$ cat config.mk
export PLATFORM = sky130hd
export DESIGN_NAME = axis_out_top
export DESIGN_NICKNAME = d
export VERILOG_FILES = /design/src/source/axis_out_pkg.sv /design/src/source/axis_out_csr.sv /design/src/source/axis_out_fifo.sv /design/src/source/axis_out_serializer.sv /design/src/source/axis_out_top.sv
export SDC_FILE = /design/constraint.sdc
export NUM_CORES = 1
export LEC_CHECK = 0
export BUFFER_PORTS_ARGS = -buffer_cell sky130_fd_sc_hd__buf_2
export CAP_MARGIN = 20
export CORE_MARGIN = 3
export CORE_UTILIZATION = 52
export CTS_BUF_LIST = sky130_fd_sc_hd__clkbuf_4
export CTS_CLUSTER_SIZE = 14
export DETAILED_ROUTE_END_ITERATION = 7
export MAX_ROUTING_LAYER = met4
export PLACE_DENSITY = 0.73
export RECOVER_POWER = 100
export SLEW_MARGIN = 20
export SYNTH_ARGS = -nofsm -noshare
export SYNTH_HDL_FRONTEND = slang
export SYNTH_SLANG_ARGS = --single-unit
$ cat constraint.sdc
create_clock -name clk_i -period 5.8 [get_ports clk_i]
set_input_delay 0.87 -clock clk_i [delete_from_list [all_inputs] [get_ports clk_i]]
set_output_delay 0.87 -clock clk_i [all_outputs]
set_load 0.05 [all_outputs]
$ cat src/source/axis_out_pkg.sv
// --------------------
// axis_out shared widths, sizes, register map
// and the fifo word/lane view
// --------------------
`default_nettype none

package axis_out_pkg;

   // bus and stream widths
   localparam int DATA_W  = 32;
   localparam int TDATA_W = 8;
   localparam int LANES   = DATA_W / TDATA_W;

   // fifo geometry, level counted in lanes
   localparam int FIFO_WORDS = 8;
   localparam int LEVEL_W    = 6;
   localparam int WPTR_W     = $clog2(FIFO_WORDS);
   localparam int LANE_W     = $clog2(LANES);
   localparam int RPTR_W     = WPTR_W + LANE_W;
   localparam logic [LEVEL_W-1:0] LEVEL_LANES = LEVEL_W'(LANES);
   localparam logic [LEVEL_W-1:0] FULL_LEVEL  = LEVEL_W'(FIFO_WORDS * LANES - LANES);

   // register map
   localparam int ADDR_W = 3;
   localparam logic [ADDR_W-1:0] ADDR_CTRL      = 3'd0;
   localparam logic [ADDR_W-1:0] ADDR_NWORDS    = 3'd1;
   localparam logic [ADDR_W-1:0] ADDR_THRESHOLD = 3'd2;
   localparam logic [ADDR_W-1:0] ADDR_DATA      = 3'd3;
   localparam logic [ADDR_W-1:0] ADDR_STATUS    = 3'd4;

   localparam int CTRL_ENABLE_BIT   = 0;
   localparam int CTRL_MODE_BIT     = 1;
   localparam int CTRL_SRST_BIT     = 2;
   localparam int STATUS_EMPTY_BIT  = 0;
   localparam int STATUS_FULL_BIT   = 1;
   localparam int STATUS_LEVEL_LSB  = 8;

   // serializer states
   localparam logic ST_IDLE = 1'b0;
   localparam logic ST_SEND = 1'b1;

   // lane 0 is the low byte and goes out first
   typedef union packed {
      logic [DATA_W-1:0]               word;
      logic [LANES-1:0][TDATA_W-1:0]   lane;
   } fifo_word_t;

endpackage

`default_nettype wire

$ cat src/source/axis_out_csr.sv
// --------------------
// axis_out register block: control registers,
// cpu/dma write merge, status and interrupt
// --------------------
`timescale 1ns/1ps
`default_nettype none

module axis_out_csr (
   input  wire                               clk_i,
   input  wire                               reset_i,
   // register bus
   input  wire                               csr_we_i,
   input  wire  [axis_out_pkg::ADDR_W-1:0]   csr_addr_i,
   input  wire  [axis_out_pkg::DATA_W-1:0]   csr_wdata_i,
   output logic [axis_out_pkg::DATA_W-1:0]   csr_rdata_o,
   output logic                              csr_ready_o,
   // dma input
   input  wire                               sys_tvalid_i,
   input  wire  [axis_out_pkg::DATA_W-1:0]   sys_tdata_i,
   output logic                              sys_tready_o,
   // fifo status
   input  wire                               fifo_empty_i,
   input  wire                               fifo_full_i,
   input  wire  [axis_out_pkg::LEVEL_W-1:0]  fifo_level_i,
   // fifo write side
   output logic                              push_o,
   output logic [axis_out_pkg::DATA_W-1:0]   push_data_o,
   // configuration
   output logic                              soft_reset_o,
   output logic                              enable_o,
   output logic [axis_out_pkg::DATA_W-1:0]   nwords_o,
   output logic                              interrupt_o
);

   logic                              enable_q;
   logic                              mode_q;
   logic                              soft_reset_q;
   logic [axis_out_pkg::DATA_W-1:0]   nwords_q;
   logic [axis_out_pkg::LEVEL_W-1:0]  threshold_q;
   logic                              cpu_push;
   logic                              dma_push;

   // control registers, soft reset bit clears itself
   always_ff @(posedge clk_i) begin
      if (reset_i) begin
         enable_q     <= 1'b0;
         mode_q       <= 1'b0;
         soft_reset_q <= 1'b0;
         nwords_q     <= '0;
         threshold_q  <= '0;
      end else begin
         soft_reset_q <= 1'b0;
         if (csr_we_i) begin
            case (csr_addr_i)
               axis_out_pkg::ADDR_CTRL: begin
                  enable_q     <= csr_wdata_i[axis_out_pkg::CTRL_ENABLE_BIT];
                  mode_q       <= csr_wdata_i[axis_out_pkg::CTRL_MODE_BIT];
                  soft_reset_q <= csr_wdata_i[axis_out_pkg::CTRL_SRST_BIT];
               end
               axis_out_pkg::ADDR_NWORDS: begin
                  nwords_q <= csr_wdata_i;
               end
               axis_out_pkg::ADDR_THRESHOLD: begin
                  threshold_q <= csr_wdata_i[axis_out_pkg::LEVEL_W-1:0];
               end
               default: begin
               end
            endcase
         end
      end
   end

   // dma accepts only in dma mode with room left
   assign sys_tready_o = enable_q && mode_q && !fifo_full_i;
   assign csr_ready_o  = !fifo_full_i;

   // processor data write, dropped when full, disabled or in dma mode
   assign cpu_push = csr_we_i && (csr_addr_i == axis_out_pkg::ADDR_DATA) &&
                     enable_q && !mode_q && !fifo_full_i;
   assign dma_push = sys_tvalid_i && sys_tready_o;

   assign push_o      = cpu_push || dma_push;
   assign push_data_o = mode_q ? sys_tdata_i : csr_wdata_i;

   assign soft_reset_o = soft_reset_q;
   assign enable_o     = enable_q;
   assign nwords_o     = nwords_q;

   // level at or below threshold
   assign interrupt_o = (fifo_level_i <= threshold_q);

   // read mux
   always_comb begin
      csr_rdata_o = '0;
      case (csr_addr_i)
         axis_out_pkg::ADDR_CTRL: begin
            csr_rdata_o[axis_out_pkg::CTRL_ENABLE_BIT] = enable_q;
            csr_rdata_o[axis_out_pkg::CTRL_MODE_BIT]   = mode_q;
         end
         axis_out_pkg::ADDR_NWORDS: begin
            csr_rdata_o = nwords_q;
         end
         axis_out_pkg::ADDR_THRESHOLD: begin
            csr_rdata_o[axis_out_pkg::LEVEL_W-1:0] = threshold_q;
         end
         axis_out_pkg::ADDR_STATUS: begin
            csr_rdata_o[axis_out_pkg::STATUS_EMPTY_BIT] = fifo_empty_i;
            csr_rdata_o[axis_out_pkg::STATUS_FULL_BIT]  = fifo_full_i;
            csr_rdata_o[axis_out_pkg::STATUS_LEVEL_LSB +: axis_out_pkg::LEVEL_W] =
               fifo_level_i;
         end
         default: begin
         end
      endcase
   end

endmodule

`default_nettype wire

$ cat src/source/axis_out_fifo.sv
// --------------------
// axis_out fifo: 32-bit words in,
// byte lanes out, level in lanes
// --------------------
`timescale 1ns/1ps
`default_nettype none

module axis_out_fifo (
   input  wire                               clk_i,
   input  wire                               reset_i,
   input  wire                               soft_reset_i,
   // word write side
   input  wire                               push_i,
   input  wire  [axis_out_pkg::DATA_W-1:0]   push_data_i,
   // lane read side
   input  wire                               pop_i,
   output logic [axis_out_pkg::TDATA_W-1:0]  pop_data_o,
   // status
   output logic                              empty_o,
   output logic                              full_o,
   output logic [axis_out_pkg::LEVEL_W-1:0]  level_o
);

   axis_out_pkg::fifo_word_t              mem [axis_out_pkg::FIFO_WORDS];
   logic [axis_out_pkg::WPTR_W-1:0]       wr_ptr_q;
   logic [axis_out_pkg::RPTR_W-1:0]       rd_ptr_q;
   logic [axis_out_pkg::LEVEL_W-1:0]      level_q;
   logic [axis_out_pkg::WPTR_W-1:0]       rd_word;
   logic [axis_out_pkg::LANE_W-1:0]       rd_lane;
   logic                                  do_push;
   logic                                  do_pop;

   assign empty_o = (level_q == '0);
   // less than one word of room left
   assign full_o  = (level_q > axis_out_pkg::FULL_LEVEL);
   assign level_o = level_q;

   assign do_push = push_i && !full_o;
   assign do_pop  = pop_i && !empty_o;

   // read pointer splits into word index and lane
   assign rd_word = rd_ptr_q[axis_out_pkg::RPTR_W-1:axis_out_pkg::LANE_W];
   assign rd_lane = rd_ptr_q[axis_out_pkg::LANE_W-1:0];

   // storage, written a whole word at a time
   always_ff @(posedge clk_i) begin
      if (do_push) begin
         mem[wr_ptr_q].word <= push_data_i;
      end
   end

   // pointers and lane count
   always_ff @(posedge clk_i) begin
      if (reset_i || soft_reset_i) begin
         wr_ptr_q <= '0;
         rd_ptr_q <= '0;
         level_q  <= '0;
      end else begin
         if (do_push) begin
            wr_ptr_q <= wr_ptr_q + 1'b1;
         end
         if (do_pop) begin
            rd_ptr_q <= rd_ptr_q + 1'b1;
         end
         case ({do_push, do_pop})
            2'b10: level_q <= level_q + axis_out_pkg::LEVEL_LANES;
            2'b01: level_q <= level_q - 1'b1;
            2'b11: level_q <= level_q + axis_out_pkg::LEVEL_LANES - 1'b1;
            default: begin
            end
         endcase
      end
   end

   // popped lane is held until the next pop
   always_ff @(posedge clk_i) begin
      if (do_pop) begin
         pop_data_o <= mem[rd_word].lane[rd_lane];
      end
   end

   // the register block must stop pushing once full
   a_no_push_full: assert property (
      @(posedge clk_i) disable iff (reset_i)
      !(push_i && full_o)
   ) else $error("axis_out_fifo: push while full, level %0d", level_q);

   // the serializer must not pop an empty fifo
   a_no_pop_empty: assert property (
      @(posedge clk_i) disable iff (reset_i)
      !(pop_i && empty_o)
   ) else $error("axis_out_fifo: pop while empty");

endmodule

`default_nettype wire

$ cat src/source/axis_out_serializer.sv
// --------------------
// axis_out serializer: pops fifo lanes onto
// the stream, counts bytes, drops padding
// --------------------
`timescale 1ns/1ps
`default_nettype none

module axis_out_serializer (
   input  wire                               clk_i,
   input  wire                               reset_i,
   input  wire                               soft_reset_i,
   // configuration
   input  wire                               enable_i,
   input  wire  [axis_out_pkg::DATA_W-1:0]   nwords_i,
   // fifo read side
   input  wire                               fifo_empty_i,
   input  wire  [axis_out_pkg::TDATA_W-1:0]  fifo_data_i,
   output logic                              pop_o,
   // stream output
   input  wire                               axis_tready_i,
   output logic                              axis_tvalid_o,
   output logic [axis_out_pkg::TDATA_W-1:0]  axis_tdata_o,
   output logic                              axis_tlast_o
);

   logic                              state_q;
   logic                              state_d;
   logic [axis_out_pkg::DATA_W-1:0]   count_q;
   logic                              in_frame;

   // count holds the 1-based index of the lane on fifo_data_i
   assign in_frame = (count_q <= nwords_i);

   always_comb begin
      state_d       = state_q;
      pop_o         = 1'b0;
      axis_tvalid_o = 1'b0;
      if (enable_i) begin
         case (state_q)
            axis_out_pkg::ST_IDLE: begin
               if (!fifo_empty_i) begin
                  pop_o   = 1'b1;
                  state_d = axis_out_pkg::ST_SEND;
               end
            end
            default: begin
               if (in_frame) begin
                  axis_tvalid_o = 1'b1;
                  // move on only once the byte is taken
                  if (axis_tready_i) begin
                     if (fifo_empty_i) begin
                        state_d = axis_out_pkg::ST_IDLE;
                     end else begin
                        pop_o = 1'b1;
                     end
                  end
               end else begin
                  // padding, drain without valid
                  if (fifo_empty_i) begin
                     state_d = axis_out_pkg::ST_IDLE;
                  end else begin
                     pop_o = 1'b1;
                  end
               end
            end
         endcase
      end
   end

   // state and byte counter, soft reset starts a new transfer
   always_ff @(posedge clk_i) begin
      if (reset_i || soft_reset_i) begin
         state_q <= axis_out_pkg::ST_IDLE;
         count_q <= '0;
      end else begin
         state_q <= state_d;
         if (pop_o) begin
            count_q <= count_q + 1'b1;
         end
      end
   end

   assign axis_tdata_o = fifo_data_i;
   assign axis_tlast_o = (count_q == nwords_i) && axis_tvalid_o;

   // after the last byte is taken, only padding may follow
   a_last_ends_frame: assert property (
      @(posedge clk_i) disable iff (reset_i || soft_reset_i)
      (axis_tvalid_o && axis_tready_i && axis_tlast_o) |=> !axis_tvalid_o
   ) else $error("axis_out_serializer: valid after last, count %0d", count_q);

   // a stalled byte keeps its value
   a_data_stable: assert property (
      @(posedge clk_i) disable iff (reset_i || soft_reset_i)
      (axis_tvalid_o && !axis_tready_i) |=> $stable(axis_tdata_o)
   ) else $error("axis_out_serializer: tdata changed under back-pressure, now 0x%0h",
                 axis_tdata_o);

endmodule

`default_nettype wire

$ cat src/source/axis_out_top.sv
// --------------------
// axis_out top: register block, fifo
// and serializer
// --------------------
`timescale 1ns/1ps
`default_nettype none

module axis_out_top (
   input  wire                               clk_i,
   input  wire                               reset_i,
   // register bus
   input  wire                               csr_we_i,
   input  wire  [axis_out_pkg::ADDR_W-1:0]   csr_addr_i,
   input  wire  [axis_out_pkg::DATA_W-1:0]   csr_wdata_i,
   output logic [axis_out_pkg::DATA_W-1:0]   csr_rdata_o,
   output logic                              csr_ready_o,
   // dma input
   input  wire                               sys_tvalid_i,
   input  wire  [axis_out_pkg::DATA_W-1:0]   sys_tdata_i,
   output logic                              sys_tready_o,
   // stream output
   output logic                              axis_tvalid_o,
   output logic [axis_out_pkg::TDATA_W-1:0]  axis_tdata_o,
   output logic                              axis_tlast_o,
   input  wire                               axis_tready_i,
   output logic                              interrupt_o
);

   logic                              fifo_push;
   logic [axis_out_pkg::DATA_W-1:0]   fifo_push_data;
   logic                              fifo_pop;
   logic [axis_out_pkg::TDATA_W-1:0]  fifo_data;
   logic                              fifo_empty;
   logic                              fifo_full;
   logic [axis_out_pkg::LEVEL_W-1:0]  fifo_level;
   logic                              soft_reset;
   logic                              enable;
   logic [axis_out_pkg::DATA_W-1:0]   nwords;

   axis_out_csr i_csr (
      .clk_i        (clk_i),
      .reset_i      (reset_i),
      .csr_we_i     (csr_we_i),
      .csr_addr_i   (csr_addr_i),
      .csr_wdata_i  (csr_wdata_i),
      .csr_rdata_o  (csr_rdata_o),
      .csr_ready_o  (csr_ready_o),
      .sys_tvalid_i (sys_tvalid_i),
      .sys_tdata_i  (sys_tdata_i),
      .sys_tready_o (sys_tready_o),
      .fifo_empty_i (fifo_empty),
      .fifo_full_i  (fifo_full),
      .fifo_level_i (fifo_level),
      .push_o       (fifo_push),
      .push_data_o  (fifo_push_data),
      .soft_reset_o (soft_reset),
      .enable_o     (enable),
      .nwords_o     (nwords),
      .interrupt_o  (interrupt_o)
   );

   axis_out_fifo i_fifo (
      .clk_i        (clk_i),
      .reset_i      (reset_i),
      .soft_reset_i (soft_reset),
      .push_i       (fifo_push),
      .push_data_i  (fifo_push_data),
      .pop_i        (fifo_pop),
      .pop_data_o   (fifo_data),
      .empty_o      (fifo_empty),
      .full_o       (fifo_full),
      .level_o      (fifo_level)
   );

   axis_out_serializer i_serializer (
      .clk_i         (clk_i),
      .reset_i       (reset_i),
      .soft_reset_i  (soft_reset),
      .enable_i      (enable),
      .nwords_i      (nwords),
      .fifo_empty_i  (fifo_empty),
      .fifo_data_i   (fifo_data),
      .pop_o         (fifo_pop),
      .axis_tready_i (axis_tready_i),
      .axis_tvalid_o (axis_tvalid_o),
      .axis_tdata_o  (axis_tdata_o),
      .axis_tlast_o  (axis_tlast_o)
   );

endmodule

`default_nettype wire

==> impl_metrics.yaml, run 1 <==
logic_synthesis:
  syn_area_per_cell_sq_um: 14.4
  synth.cell_area_sq_um: 15600
  synth_xor_xnor_area_share_pct: 1.24
  synth_common_cells: "edfxtp_1 (264), nand2_1 (99), dfxtp_1 (91), mux4_2 (80), a21oi_1 (70)"
  ys_types: 62
  yosysSeqAreaShare_pct: 62.5
  netlist_instances: 1087
  synth.net_count: 1204
  synth-compound-area-share_pct: 5.94
  synth_top_family_by_area: "multiplexers"
  yosysWarnings: 0
  synth_fa_ha_area_share_pct: 3.61
  async_flop_share_pct: 0
  synth.mux.area_fraction_pct: 15.3
  yosysTopAreaCell: "edfxtp_1"
  synthSimpleGateAreaFrac_pct: 8.63
  ys.flop_type: "edfxtp_1"
  synth_top_area_share_pct: 50.8
  ys_top_cells_by_area: "edfxtp_1 (51%), dfxtp_1 (12%), mux4_2 (12%)"
  ys_seq_elements: 355
  yosysMostFrequentCell: "edfxtp_1"
  synth_edf_count: 264
min_path:
  hold_start: "csr_wdata_i[7]"
  hp-class: "input port to register"
  holdPathStages: 3
  holdPathEnd: "i_csr.nwords_o[7]"
sta:
  fmax_ghz: 0.205
  rsz0062_at_grt: "false"
  hold_viol_final: 0
  clock_skew_ns: 0.0357
  relSlewSlack_pct: -47.5
  worst_slew_pin_slew_ns: 2.21
  timing.final.crit_share_pct: 84.0
  fin_tns_setup_ns: 0
  drv_slew: 132
  setup_viol: 0
  hold_ws_ns: 0.430
  period_minus_slack_ns: 4.87
detailed_routing:
  routedWlPerCell_um: 21.2
  antenna_left: 0
  drt_pass1_iterations: 5
  via_per_inst: 5.86
  routed_wl_um: 36000
  drt_iter0_drc: 990
  vias: 9962
  route.detailed.drc: 0
power:
  ir_drop_mv: 0.189
  p_per_area_nw_per_um2: 280
  leakage_uw: 0.00581
global_route:
  grt_pass1_vias: 9899
  grt_pass1_wl_um: 55700
  grt_max_degree: 50
  track_usage_pct: 23.6
  antenna_found_initial: 1
  overflow: 0
setup_path:
  crit_arrival_ns: 5.17
  endpoint_kind: "register"
  critical_path_class: "register to register"
  reg2regPathDepth: 5
  r2r_setup_slack_ns: 0.93
  r2r_end: "i_fifo.mem[4][18]"
  startpoint: "i_csr.mode_q"
  cp_max_fo: 37
  r2r-start: "i_csr.mode_q"
  crit_required_ns: 6.09
  cp-start-kind: "register"
clocking:
  cts_tree: "yes"
  cts_buffers: 90
  clk_pin_slew_ns: 0.07
  clock_path_buffers: 3
  hold_buffers: 0
  root_buffer: "clkbuf_4"
  htree_levels: 3
  cts_setup_buffers: 0
  clk_latency_ns: 0.69
  cts_resized: 0
  cts.sinks: 355
floorplan:
  die-width_um: 179
  start_util_pct: 53.5
  pin_count: 117
  dieHeight_um: 179
  die_area_sq_um: 32100
  fp-row-count: 62
  core-area_sq_um: 29200
cells_and_area:
  seq_area_sq_um: 9750
  fillers: 2326
  multi_input_area_sq_um: 5410
  layout-drive-gt1-share_pct: 23.5
  final_cells: 1700
  fin_nets: 1375
  fin_area_sq_um: 17600
  post-route-util_pct: 60.3
  syn2layout_area_growth_pct: 12.7
placed_design:
  place.gp.congestion: 0.879
  placed_cells: 1549
  numPortBuffers: 116
  dp_hpwl_um: 23600
  dpl-instance-area_sq_um: 16600
status:
  failed_checks: "capacitance limit, slew limit"
  status: "complete, but fails checks"
flow_run:
  maxCapViolCount: 5
report_power, final:
part,internal (uW),switching (uW),total (uW)
sequential,2730,7.69,2740
clock,1060,952,2010
combinational,50.1,120,170
layout by cell type (no fill, tap or decap), drive strengths merged, types with 9 or more instances in the layout:
master / count
edfxtp: 264
clkbuf: 181
nand2: 100
dfxtp: 91
mux4: 80
buf: 77
a21oi: 70
nor2: 55
inv: 55
ha: 45
mux2: 40
and2: 24
clkinv: 24
xnor2: 18
o21ai: 17
mux2i: 14
nand3: 14
nor3: 13
nand4: 12
nor2b: 11
a22oi: 11
or3: 10
and3: 9
critical path, cell delays in order, from the launching register on:
cell,delay (ns)
dfxtp_1,1.58
and2_0,0.31
o211ai_1,0.11
clkbuf_1,0.25
nor4b_2,1.50
clkbuf_2,0.72
worst max-delay path by stage:
stage               slack, ns  cells after the start           endpoint
detailed placement       2.06                      7  i_fifo.mem[6][17]
finish                   0.93                      5  i_fifo.mem[4][18]
global placement         2.15                     10       axis_tlast_o
CTS                      1.30                     10       axis_tlast_o
global route             0.61                      5  i_fifo.mem[6][22]
floorplan                0.03                      6   i_fifo.mem[0][0]
metrics by stage:
step           power, uW  setup WS (ns)
6_report            4920          0.926
5_1_grt             5110          0.615
4_1_cts             4970           1.30
3_5_place_dp        2970           2.06
3_3_place_gp        2970           2.15
2_1_floorplan       2890         0.0290
metal layers:
metal,wire (um),vias up,GRT usage [%]
met5,0,-,-
met4,775,0,7.44
met3,2450,73,3.45
met2,17100,419,36.1
met1,15700,4944,33.1
li1,-,4526,-
state kept, by name, indices dropped and copies added, names as in the netlist, named ones only:
name,count
i_fifo.level_o,6
i_csr.nwords_o,32
i_fifo.wr_ptr_q,3
i_fifo.pop_data_o,8
i_csr.enable_o,1
i_csr.mode_q,1
i_fifo.mem,256
i_csr.soft_reset_o,1
i_serializer.count_q,32
i_csr.threshold_q,6
i_serializer.state_q,1
i_fifo.rd_ptr_q,5
cells by family (layout without fill, tap and decap cells):
| group | count (synthesis) | count (layout) |
|---|---|---|
| mux | 134 | 134 |
| buf+inv | 111 | 339 |
| compound gates | 145 | 145 |
| flops | 355 | 355 |
| simple gates | 275 | 275 |
| fa+ha+maj | 45 | 45 |
| xor+xnor | 22 | 22 |
| other cells | 0 | 1 |
final cells by class:
cell class                 count  share of cell area, %
sequential                   355                   55.5
timing repair buffer         136                   3.70
clock buffer                 122                   5.21
multi-input combinational    621                   30.8
tap                          384                   2.73
inverter                      54                   1.15
antenna                        1                 0.0142
clock inverter                27                  0.911
Note: power is estimated with default switching activity, not from simulation.
==> run 2, diff against run 1 <==
Settings changed: PLACE_DENSITY 0.73 to 0.7.
Clock period 5.8 ns to 4.72 ns, I/O delays scaled along.
==> run 2 against run 1 <==
The flow still finishes with violations (capacitance limit, slew limit); cell count rose by 0.71%; combinational power rose by 24%; hold slack got worse by 0.18 ns; global-route usage rose by 0.18 points; final area rose by 0.95%; sequential power rose by 23%; clock skew rose by 0.0043 ns; first-iteration DRC count fell by 11%; via count fell by 0.98%; sequential share of layout area fell by 0.53 points; critical path depth rose by 4; wire length rose by 1.4%.
==> impl_metrics.yaml, run 2 (synthesis results as in run 1) <==
placed_design:
  dp_hpwl_um: 23300
  numPortBuffers: 116
  place.gp.congestion: 0.879
  placed_cells: 1548
sta:
  timing.final.crit_share_pct: 92.4
  period_minus_slack_ns: 4.36
  hold_viol_final: 0
  hold_ws_ns: 0.247
  fin_tns_setup_ns: 0
  drv_slew: 108
  clock_skew_ns: 0.0400
  setup_viol: 0
  fmax_ghz: 0.229
  worst_slew_pin_slew_ns: 2.30
  rsz0062_at_grt: "false"
  relSlewSlack_pct: -53.3
clocking:
  htree_levels: 3
  clk_pin_slew_ns: 0.07
  clk_latency_ns: 0.71
  cts_tree: "yes"
  cts_resized: 0
  hold_buffers: 0
  cts.sinks: 355
  root_buffer: "clkbuf_4"
  cts_setup_buffers: 0
  cts_buffers: 91
  clock_path_buffers: 3
cells_and_area:
  final_cells: 1712
  fillers: 2304
  regMostFlops: "i_fifo.mem"
  syn2layout_area_growth_pct: 13.7
  layout_common_cells: "edfxtp_1 (264), clkbuf_4 (130), nand2_1 (99)"
  multi_input_area_sq_um: 5460
  seq_area_sq_um: 9750
  layout-drive-gt1-share_pct: 24.5
  fin_nets: 1374
  final_common_cell: "edfxtp_1"
  largest_reg_flops: 256
detailed_routing:
  antenna_left: 0
  routedWlPerCell_um: 21.3
  routed_wl_um: 36500
  drt_pass1_iterations: 6
  vias: 9864
  drt_iter0_drc: 880
  via_per_inst: 5.76
  route.detailed.drc: 0
floorplan:
  dieHeight_um: 179
  die-width_um: 179
  start_util_pct: 53.5
  pin_count: 117
  die_area_sq_um: 32100
  core-area_sq_um: 29200
  fp-row-count: 62
setup_path:
  cp_cell_sequence: "inv_1, ha_1, a21oi_1, o21ai_0, a221o_1, o31a_1, o21ai_2, and3_1, clkbuf_1"
  critical_path_class: "register to primary output"
  endpoint_kind: "primary output"
  cp-start-kind: "register"
  crit_required_ns: 4.01
  cp_max_fo: 13
  crit_arrival_ns: 3.65
  slowest_stage: "o21ai_2"
  cpPeakStageDelay_ns: 0.50
global_route:
  grt_pass1_wl_um: 55300
  antenna_found_initial: 1
  track_usage_pct: 23.8
  overflow: 0
  grt_pass1_vias: 9728
  grt_max_degree: 50
power:
  p_per_area_nw_per_um2: 354
  leakage_uw: 0.00587
  ir_drop_mv: 0.339
status:
  failed_checks: "capacitance limit, slew limit"
  status: "complete, but fails checks"
min_path:
  hp-class: "input port to register"
flow_run:
  maxCapViolCount: 3
## run 2: worst paths after layout
check                    start            endpoint  slack, ns  cells after the start
max          i_csr.nwords_o[5]       axis_tvalid_o       0.36                      9
min            csr_wdata_i[21]  i_csr.nwords_o[21]       0.25                      3
max reg2reg  i_fifo.level_o[0]   i_fifo.mem[5][20]       0.58                      7
min reg2reg  i_csr.nwords_o[6]   i_csr.nwords_o[6]       0.47                      2
## run 2: report_power, final
part	switching, uW	total, uW	leakage [uW]	internal [uW]
registers	7.27	3370	0.00311	3360
clock network	1220	2710	0.000709	1490
logic	148	210	0.00206	62.0
total	1370	6280	0.00587	4910
## run 2: critical path, delay by kind of cell (launching register included)
family                   cells  cell delay (ns)
flip-flops                   1             0.37
AO/OA/AOI/OAI                5             1.45
adder cells (fa/ha/maj)      1             0.30
buffers and inverters        2             0.55
AND/OR/NAND/NOR              1             0.27
## run 2: layer usage
metal	wire (um)	vias to the layer above	GRT usage, %
li1	-	4545	-
met1	16100	4885	32.9
met2	17100	382	36.3
met3	2600	52	4.43
met4	668	0	7.28
met5	0	-	-
## run 2: per-stage QoR
stage               worst slack [ns]  total power, uW  util, %  instance area (sq um)
floorplan                     -0.594             3560        -                  15600
global placement                1.19             3640     57.1                  16700
detailed placement              1.18             3650     57.1                  16700
CTS                            0.360             6360     61.3                  17900
global route                   0.170             6550     60.8                  17700
finish                         0.358             6280     60.8                  17700
## run 2: layout make-up
| type | count | area share (%) |
|---|---|---|
| Timing Repair Buffer | 134 | 3.54 |
| Sequential cell | 355 | 55.0 |
| Inverter | 54 | 1.14 |
| Multi-Input combinational cell | 621 | 30.8 |
| Antenna cell | 1 | 0.0141 |
| Clock inverter | 33 | 1.36 |
| Clock buffer | 130 | 5.50 |
| Tap cell | 384 | 2.71 |
